**config.mk**
```make
export PLATFORM = sky130hd
export DESIGN_NAME = ro_read_engine
export DESIGN_NICKNAME = d
export VERILOG_FILES = /design/src/design/ro_pkg.sv /design/src/design/free_list.sv /design/src/design/ro_ar_split.sv /design/src/design/ro_read_engine.sv /design/src/design/ro_resp_unpack.sv
export SDC_FILE = /design/constraint.sdc
export NUM_CORES = 2
export LEC_CHECK = 0
export BUFFER_PORTS_ARGS = -buffer_cell sky130_fd_sc_hd__buf_2
export CORE_MARGIN = 1.5
export CORE_UTILIZATION = 55
export CTS_CLUSTER_DIAMETER = 100
export DETAILED_ROUTE_END_ITERATION = 12
export PLACE_DENSITY = 0.74
export SLEW_MARGIN = 5
export SYNTH_ARGS = -nofsm -noshare
export SYNTH_HDL_FRONTEND = slang
export SYNTH_SLANG_ARGS = --single-unit
export TNS_END_PERCENT = 5
```
**constraint.sdc**
```tcl
create_clock -name clk -period 10 [get_ports clk]
set_input_delay 1 -clock clk [delete_from_list [all_inputs] [get_ports clk]]
set_output_delay 1 -clock clk [all_outputs]
set_load 0.01 [all_outputs]
```
**src/design/ro_pkg.sv**
```systemverilog
package ro_pkg;

   localparam int LINE_WORDS = 16;
   localparam int LINE_BYTES = LINE_WORDS * 4;
   localparam int N_THREADS  = 4;

   typedef logic [31:0]                    word_t;
   typedef logic [LINE_WORDS*32-1:0]       line_t;
   typedef logic [31:0]                    addr_t;
   typedef logic [7:0]                     count_t;
   typedef logic [$clog2(N_THREADS)-1:0]   thread_id_t;
   typedef logic [15:0]                    payload_t;
   typedef logic [$clog2(LINE_WORDS)-1:0]  word_pos_t;

   typedef struct packed {
      addr_t    addr;     // byte address of the first word
      count_t   n_words;  // 1..255
      payload_t payload;
   } ro_req_t;

   typedef struct packed {
      payload_t payload;
      count_t   word_idx;
      word_t    data;
      logic     last;
   } ro_out_t;

   // one entry per outstanding read tag
   typedef struct packed {
      thread_id_t            thread;
      logic [LINE_WORDS-1:0] valid_words;
      count_t                start_idx;   // word index of the lowest valid word
   } ro_mshr_t;

   typedef struct packed {
      payload_t payload;
      count_t   remaining;  // words still to be emitted
   } ro_ctx_t;

endpackage

```
**src/design/free_list.sv**
```systemverilog
`timescale 1ns/1ns

module free_list #(
   parameter int  LOG_DEPTH = 5,
   parameter type entry_t   = logic [LOG_DEPTH-1:0]
) (
   input  logic   clk,
   input  logic   rstn,

   input  logic   push,
   input  entry_t push_data,
   input  logic   pop,
   output entry_t pop_data,

   output logic   empty,
   output logic   full
);

   localparam int DEPTH = 2**LOG_DEPTH;

   entry_t               mem [DEPTH];
   logic [LOG_DEPTH-1:0] rd_ptr;
   logic [LOG_DEPTH-1:0] wr_ptr;
   logic [LOG_DEPTH:0]   count;

   always_ff @(posedge clk) begin
      if (!rstn) begin
         rd_ptr <= '0;
         wr_ptr <= '0;
         count  <= (LOG_DEPTH+1)'(DEPTH);  // every index starts out free
         for (int i = 0; i < DEPTH; i++) begin
            mem[i] <= entry_t'(i);
         end
      end else begin
         if (push) begin
            mem[wr_ptr] <= push_data;
            wr_ptr      <= wr_ptr + 1'b1;
         end
         if (pop) begin
            rd_ptr <= rd_ptr + 1'b1;
         end
         if (push && !pop) begin
            count <= count + 1'b1;
         end else if (pop && !push) begin
            count <= count - 1'b1;
         end
      end
   end

   assign pop_data = mem[rd_ptr];
   assign empty    = (count == '0);
   assign full     = (count == (LOG_DEPTH+1)'(DEPTH));  // all indices returned

   // users must only take what is there and only return what they took
   a_no_pop_empty: assert property (@(posedge clk) disable iff (!rstn) !(pop && empty));
   a_no_push_full: assert property (@(posedge clk) disable iff (!rstn) !(push && full));

endmodule

```
**src/design/ro_ar_split.sv**
```systemverilog
`timescale 1ns/1ns

module ro_ar_split import ro_pkg::*; #(
   parameter int ID_BITS = 5
) (
   input  logic               clk,
   input  logic               rstn,

   input  logic               req_valid,
   input  ro_req_t            req,
   output logic               req_ready,

   input  logic               thread_empty,
   input  thread_id_t         thread_id,
   output logic               thread_pop,

   input  logic               tag_empty,
   input  logic [ID_BITS-1:0] tag,
   output logic               tag_pop,

   output logic               arvalid,
   input  logic               arready,
   output addr_t              araddr,
   output logic [ID_BITS-1:0] arid,

   output ro_mshr_t           mshr_wr,
   output ro_ctx_t            ctx_wr,
   output thread_id_t         ctx_thread,
   output logic               ctx_we
);

   localparam int OFS_BITS = $clog2(LINE_BYTES);

   logic       busy;
   addr_t      cur_addr;
   count_t     words_left;
   count_t     word_idx;     // index of the first word of the next read
   thread_id_t cur_thread;

   word_pos_t             pos;
   count_t                room;
   count_t                rd_words;
   logic                  last_read;
   logic [LINE_WORDS-1:0] mask;
   addr_t                 line_base;
   logic                  ar_hs;
   logic                  accept;

   always_comb begin
      pos       = cur_addr[OFS_BITS-1:2];
      room      = count_t'(LINE_WORDS) - count_t'(pos);  // words to end of line
      last_read = (words_left <= room);
      rd_words  = last_read ? words_left : room;
      line_base = cur_addr & ~addr_t'(LINE_BYTES - 1);
      for (int i = 0; i < LINE_WORDS; i++) begin
         mask[i] = (count_t'(i) >= count_t'(pos)) &&
                   (count_t'(i) < count_t'(pos) + rd_words);
      end
   end

   assign arvalid = busy && !tag_empty;
   assign araddr  = cur_addr;
   assign arid    = tag;
   assign ar_hs   = arvalid && arready;
   assign tag_pop = ar_hs;

   // a new request can slip in while the last read of the old one goes out
   assign req_ready  = !thread_empty && (!busy || (ar_hs && last_read));
   assign accept     = req_valid && req_ready;
   assign thread_pop = accept;

   assign ctx_we     = accept;
   assign ctx_thread = thread_id;
   assign ctx_wr     = '{payload: req.payload, remaining: req.n_words};

   assign mshr_wr = '{thread: cur_thread, valid_words: mask, start_idx: word_idx};

   always_ff @(posedge clk) begin
      if (!rstn) begin
         busy <= 1'b0;
      end else if (accept) begin
         busy <= 1'b1;
      end else if (ar_hs && last_read) begin
         busy <= 1'b0;
      end
   end

   always_ff @(posedge clk) begin
      if (accept) begin
         cur_addr   <= req.addr;
         words_left <= req.n_words;
         word_idx   <= '0;
         cur_thread <= thread_id;
      end else if (ar_hs) begin
         cur_addr   <= line_base + addr_t'(LINE_BYTES);  // next line start
         words_left <= words_left - rd_words;
         word_idx   <= word_idx + rd_words;
      end
   end

   a_req_nonzero: assert property (@(posedge clk) disable iff (!rstn)
      accept |-> req.n_words != '0);

endmodule

```
**src/design/ro_read_engine.sv**
```systemverilog
`timescale 1ns/1ns

module ro_read_engine import ro_pkg::*; #(
   parameter int ID_BITS = 5
) (
   input  logic               clk,
   input  logic               rstn,

   input  logic               req_valid,
   input  ro_req_t            req,
   output logic               req_ready,

   output logic               arvalid,
   input  logic               arready,
   output addr_t              araddr,
   output logic [ID_BITS-1:0] arid,

   input  logic               rvalid,
   output logic               rready,
   input  logic [ID_BITS-1:0] rid,
   input  line_t              rdata,

   output logic               out_valid,
   input  logic               out_ready,
   output ro_out_t            out,

   output logic               idle
);

   typedef logic [ID_BITS-1:0] tag_t;

   logic       tag_push;
   tag_t       tag_free;
   logic       tag_pop;
   tag_t       tag;
   logic       tag_empty;

   logic       thread_push;
   thread_id_t thread_free;
   logic       thread_pop;
   thread_id_t thread_id;
   logic       thread_empty;

   ro_mshr_t   mshr_wr;
   ro_ctx_t    ctx_wr;
   thread_id_t ctx_thread;
   logic       ctx_we;

   free_list #(
      .LOG_DEPTH (ID_BITS),
      .entry_t   (tag_t)
   ) tag_list (
      .clk       (clk),
      .rstn      (rstn),
      .push      (tag_push),
      .push_data (tag_free),
      .pop       (tag_pop),
      .pop_data  (tag),
      .empty     (tag_empty),
      .full      ()
   );

   free_list #(
      .LOG_DEPTH ($clog2(N_THREADS)),
      .entry_t   (thread_id_t)
   ) thread_list (
      .clk       (clk),
      .rstn      (rstn),
      .push      (thread_push),
      .push_data (thread_free),
      .pop       (thread_pop),
      .pop_data  (thread_id),
      .empty     (thread_empty),
      .full      (idle)         // every slot back home
   );

   ro_ar_split #(
      .ID_BITS (ID_BITS)
   ) split (
      .clk          (clk),
      .rstn         (rstn),
      .req_valid    (req_valid),
      .req          (req),
      .req_ready    (req_ready),
      .thread_empty (thread_empty),
      .thread_id    (thread_id),
      .thread_pop   (thread_pop),
      .tag_empty    (tag_empty),
      .tag          (tag),
      .tag_pop      (tag_pop),
      .arvalid      (arvalid),
      .arready      (arready),
      .araddr       (araddr),
      .arid         (arid),
      .mshr_wr      (mshr_wr),
      .ctx_wr       (ctx_wr),
      .ctx_thread   (ctx_thread),
      .ctx_we       (ctx_we)
   );

   ro_resp_unpack #(
      .ID_BITS (ID_BITS)
   ) unpack (
      .clk         (clk),
      .rstn        (rstn),
      .mshr_we     (tag_pop),     // entry is stored on the AR handshake
      .mshr_tag    (tag),
      .mshr_wr     (mshr_wr),
      .ctx_we      (ctx_we),
      .ctx_thread  (ctx_thread),
      .ctx_wr      (ctx_wr),
      .rvalid      (rvalid),
      .rready      (rready),
      .rid         (rid),
      .rdata       (rdata),
      .tag_push    (tag_push),
      .tag_free    (tag_free),
      .out_valid   (out_valid),
      .out_ready   (out_ready),
      .out         (out),
      .thread_push (thread_push),
      .thread_free (thread_free)
   );

endmodule

```
**src/design/ro_resp_unpack.sv**
```systemverilog
`timescale 1ns/1ns

module ro_resp_unpack import ro_pkg::*; #(
   parameter int ID_BITS = 5
) (
   input  logic               clk,
   input  logic               rstn,

   input  logic               mshr_we,
   input  logic [ID_BITS-1:0] mshr_tag,
   input  ro_mshr_t           mshr_wr,

   input  logic               ctx_we,
   input  thread_id_t         ctx_thread,
   input  ro_ctx_t            ctx_wr,

   input  logic               rvalid,
   output logic               rready,
   input  logic [ID_BITS-1:0] rid,
   input  line_t              rdata,

   output logic               tag_push,
   output logic [ID_BITS-1:0] tag_free,

   output logic               out_valid,
   input  logic               out_ready,
   output ro_out_t            out,

   output logic               thread_push,
   output thread_id_t         thread_free
);

   ro_mshr_t mshr_tab [2**ID_BITS];
   ro_ctx_t  ctx_tab [N_THREADS];

   logic                  r_valid;
   line_t                 r_data;
   logic [LINE_WORDS-1:0] r_mask;     // words of the line still to emit
   thread_id_t            r_thread;
   count_t                r_idx;

   logic [LINE_WORDS-1:0] next_mask;
   word_pos_t             sel_pos;
   ro_ctx_t               cur_ctx;
   logic                  r_hs;
   logic                  out_hs;

   always_ff @(posedge clk) begin
      if (mshr_we) begin
         mshr_tab[mshr_tag] <= mshr_wr;
      end
   end

   always_ff @(posedge clk) begin
      for (int t = 0; t < N_THREADS; t++) begin
         if (ctx_we && ctx_thread == thread_id_t'(t)) begin
            ctx_tab[t] <= ctx_wr;
         end else if (out_hs && r_thread == thread_id_t'(t)) begin
            ctx_tab[t].remaining <= ctx_tab[t].remaining - 1'b1;
         end
      end
   end

   // pick the lowest word still pending
   always_comb begin
      sel_pos = '0;
      for (int i = LINE_WORDS - 1; i >= 0; i--) begin
         if (r_mask[i]) begin
            sel_pos = word_pos_t'(i);
         end
      end
      next_mask          = r_mask;
      next_mask[sel_pos] = 1'b0;
   end

   assign cur_ctx   = ctx_tab[r_thread];
   assign out_valid = r_valid;  // a loaded line always has a word left
   assign out_hs    = out_valid && out_ready;

   assign out.payload  = cur_ctx.payload;
   assign out.word_idx = r_idx;
   assign out.data     = r_data[sel_pos*32 +: 32];
   assign out.last     = (cur_ctx.remaining == count_t'(1));

   assign rready = !r_valid || (out_hs && next_mask == '0);
   assign r_hs   = rvalid && rready;

   assign tag_push    = r_hs;
   assign tag_free    = rid;
   assign thread_push = out_hs && out.last;
   assign thread_free = r_thread;

   always_ff @(posedge clk) begin
      if (!rstn) begin
         r_valid <= 1'b0;
      end else if (r_hs) begin
         r_valid <= 1'b1;
      end else if (out_hs && next_mask == '0) begin
         r_valid <= 1'b0;
      end
   end

   always_ff @(posedge clk) begin
      if (r_hs) begin
         r_data   <= rdata;
         r_mask   <= mshr_tab[rid].valid_words;
         r_thread <= mshr_tab[rid].thread;
         r_idx    <= mshr_tab[rid].start_idx;
      end else if (out_hs) begin
         r_mask <= next_mask;
         r_idx  <= r_idx + 1'b1;
      end
   end

   a_out_stable: assert property (@(posedge clk) disable iff (!rstn)
      out_valid && !out_ready |=> out_valid && $stable(out));

endmodule

```
==> impl_metrics.json <==
{
  "grt_pass1_vias": 39700,
  "leakagePower_nw": 27.4,
  "clk_pin_slew_ps": 60,
  "grt_usage_pct": 30.9,
  "grt_start_max_net_pins": 172,
  "postCtsHoldBufs": 0,
  "cp_slowest_stage_delay_ps": 890,
  "wirelength_mm": 202,
  "rsz0062_at_grt": "no",
  "use_met1_pct": 41.2,
  "synth-seq-cells": 1718,
  "root_buffer": "clkbuf_16",
  "drtAntennaViolNets": 0,
  "port_buffers": 677,
  "fin_util_pct": 64.6,
  "critPathMaxFanout": 32,
  "cp-start-kind": "flip-flop",
  "worst_slack_ps": 3750,
  "fin_nets": 5286,
  "vdd.ir_drop.worst_mv": 0.314,
  "setup-tns-final_ps": 0,
  "final-hold-violation-count": 0,
  "synthFlopType": "edfxtp_1",
  "drc_errors": 0,
  "drive_gt1_share_pct": 31.7,
  "syn2layout_area_growth_pct": 16.1,
  "post_cts_resized": 0,
  "core_area_sq_mm": 0.126,
  "cts_tree": "yes",
  "clock-sinks": 1718,
  "io_pins": 678,
  "clkLatencyLatePin_ps": 820,
  "die_y_um": 360,
  "synth_edf_count": 1676,
  "hp-start": "rdata[49]",
  "fin_crit_sh_pct": 62.5,
  "final_common_cell": "edfxtp_1",
  "r2r_cells": 23,
  "hold_end": "unpack.r_data[49]",
  "hold_depth": 1,
  "crit_path_cell_trace": "inv_1, ha_1, inv_1, ha_1, nor2b_1, o21a_1, o21a_1, o21a_1, o22a_1, nor2_1, nand2_1, o21ai_0, ha_1, inv_1, fa_1, nor2_1, nor2_1, nand2_1, a21oi_1, nor4_1, a21oi_1, buf_4, a21boi_2",
  "dp_hpwl_mm": 129,
  "grt_util_met2_pct": 49.4,
  "synth_area_sq_mm": 0.0700,
  "drv_slew": 0,
  "r2r_start": "split.araddr[3]",
  "h-tree-depth": 4,
  "worst_pin_slew_ps": 1260,
  "clockBufferDepth": 3,
  "async_reset_ff_share_pct": 0,
  "use_met3_pct": 6.49,
  "drt_pass1_iterations": 8,
  "skew_ps": 36.8,
  "die-area_sq_mm": 0.129,
  "synthCells": 3930,
  "ys_seq_area_share_pct": 73.1,
  "finalSetupViolCount": 0,
  "antenna_found_initial": 46,
  "power_density_mw_per_mm2": 227,
  "die_w_um": 360,
  "critPathCaptureType": "flip-flop",
  "rows": 130,
  "grt.busiest_layer": "met2",
  "drv_cap": 0,
  "place_ws_ps": 3630,
  "rrSetupSlack_ps": 3750,
  "status": "complete, no violations",
  "arrival_ps": 6680,
  "min_period_ps": 6250,
  "fmax_mhz": 160,
  "grt_pass1_wl_mm": 284,
  "crit_slowest_cell": "a21boi_2",
  "grt-ovfl-total": 0,
  "vias": 40800,
  "initial_core_util_pct": 55.6,
  "path_class": "flip-flop to flip-flop",
  "drt-initial-drc-count": 5832,
  "slew_headroom_pct": 15.7,
  "post_cts_buffers": 0,
  "yosysUniqueCellTypes": 71,
  "cts_buffers": 173,
  "hp-class": "input pin to flip-flop",
  "final_cell_mix": "edfxtp_1 (1676), buf_2 (674), nand2_1 (354), mux4_2 (328), nor2_1 (222)",
  "wire_per_inst_um": 31.0,
  "timing.rr.end": "unpack.mshr_tab[0][16]",
  "synth_warnings": 0,
  "via_per_inst": 6.28,
  "gp_congestion": 0.970,
  "syn_avg_cell_area_sq_um": 17.8,
  "cp.required_ps": 10430,
  "fillCellCount": 8649
}
## where the power goes
part           internal (W)  total (W)  switching [W]
registers           0.00901    0.00930       0.000283
logic              0.000976    0.00289        0.00191
clock network       0.00351    0.00625        0.00274
## cells in the mapped netlist (19+ instances only)
| master | count | area [sq um] |
|---|---|---|
| xor2_1 | 31 | 272 |
| nor2_1 | 256 | 961 |
| mux2_2 | 133 | 1500 |
| xnor2_1 | 56 | 490 |
| o211ai_1 | 103 | 773 |
| nand2_1 | 355 | 1330 |
| ha_1 | 41 | 513 |
| nor3_1 | 25 | 125 |
| buf_1 | 33 | 124 |
| nand4_1 | 32 | 200 |
| inv_1 | 51 | 191 |
| dfxtp_1 | 42 | 841 |
| mux2i_1 | 153 | 1530 |
| edfxtp_1 | 1676 | 50300 |
| o21ai_0 | 129 | 646 |
| nand3_1 | 51 | 255 |
| buf_2 | 30 | 150 |
| a21oi_1 | 60 | 300 |
| nand2b_1 | 19 | 119 |
| clkbuf_1 | 139 | 522 |
| mux4_2 | 328 | 7390 |
## critical path: cells and delay by family, from the launching register on
kind	cells	cell delay, ps
AOI/OAI and AO/OA	8	2050
and+or+nand+nor	7	1460
adders and majority gates	4	1270
DFF	1	620
buffers and inverters	4	460
## how the worst max path moves through the flow
stage,end,depth (start not counted),slack [ps],from
final,unpack.mshr_tab[0][16],23,3750,split.araddr[3]
after global routing,unpack.mshr_tab[1][16],23,3210,split.araddr[3]
after CTS,unpack.mshr_tab[25][22],23,3590,split.araddr[3]
after detailed placement,unpack.mshr_tab[31][22],23,3630,split.araddr[3]
after global placement,unpack.mshr_tab[28][22],23,3660,split.araddr[3]
after floorplan,tag_list.count[5],21,2030,unpack.r_mask[1]
## state kept, by name (all words and copies together), names as in the netlist, 3 cells and up, named ones only
register / flops
tag_list.wr_ptr: 5
unpack.r_idx: 8
unpack.ctx_tab: 96
thread_list.count: 3
tag_list.rd_ptr: 5
tag_list.mem: 160
split.word_idx: 8
unpack.r_data: 512
tag_list.count: 6
unpack.r_mask: 16
split.araddr: 32
thread_list.mem: 8
unpack.mshr_tab: 832
split.words_left: 8
## per-layer routing
| metal | up-vias | wire length [um] |
|---|---|---|
| li1 | 17100 | - |
| met1 | 20900 | 73400 |
| met2 | 2442 | 97900 |
| met3 | 434 | 20400 |
| met4 | 20 | 9740 |
| met5 | - | 139 |
## cell type report
| class | count | area [sq um] | share of cell area, % |
|---|---|---|---|
| multi-input cells | 1954 | 18200 | 22.4 |
| diodes | 48 | 120 | 0.148 |
| repair buffers | 761 | 4100 | 5.04 |
| inverters | 53 | 206 | 0.254 |
| clock buffers | 228 | 4630 | 5.70 |
| well taps | 1650 | 2060 | 2.54 |
| clock inverters | 91 | 776 | 0.954 |
| flip-flops and latches | 1718 | 51200 | 62.9 |
## logic make-up (layout without fill, tap and decap cells)
kind of cell | count (synthesis) | after routing | share of synthesized area, %
buf+inv | 259 | 1133 | 1.47
flops | 1718 | 1718 | 73.1
fa+ha+maj | 46 | 46 | 0.875
xor+xnor | 87 | 87 | 1.09
compound gates | 387 | 387 | 3.56
simple gates | 818 | 818 | 5.06
other cells | 1 | 50 | 0.00535
mux | 614 | 614 | 14.9
## through the flow
stage	hold WS, ps	total power, W	area [sq um]	std cells
finish	348	0.0184	81300	6503
global route	316	0.0190	81200	6474
CTS	301	0.0184	81200	6454
detailed placement	510	0.0123	75700	6135
global placement	486	0.0122	75700	6135
floorplan	467	0.0111	70000	3931
No activity file was read; power rests on OpenSTA's default activity.
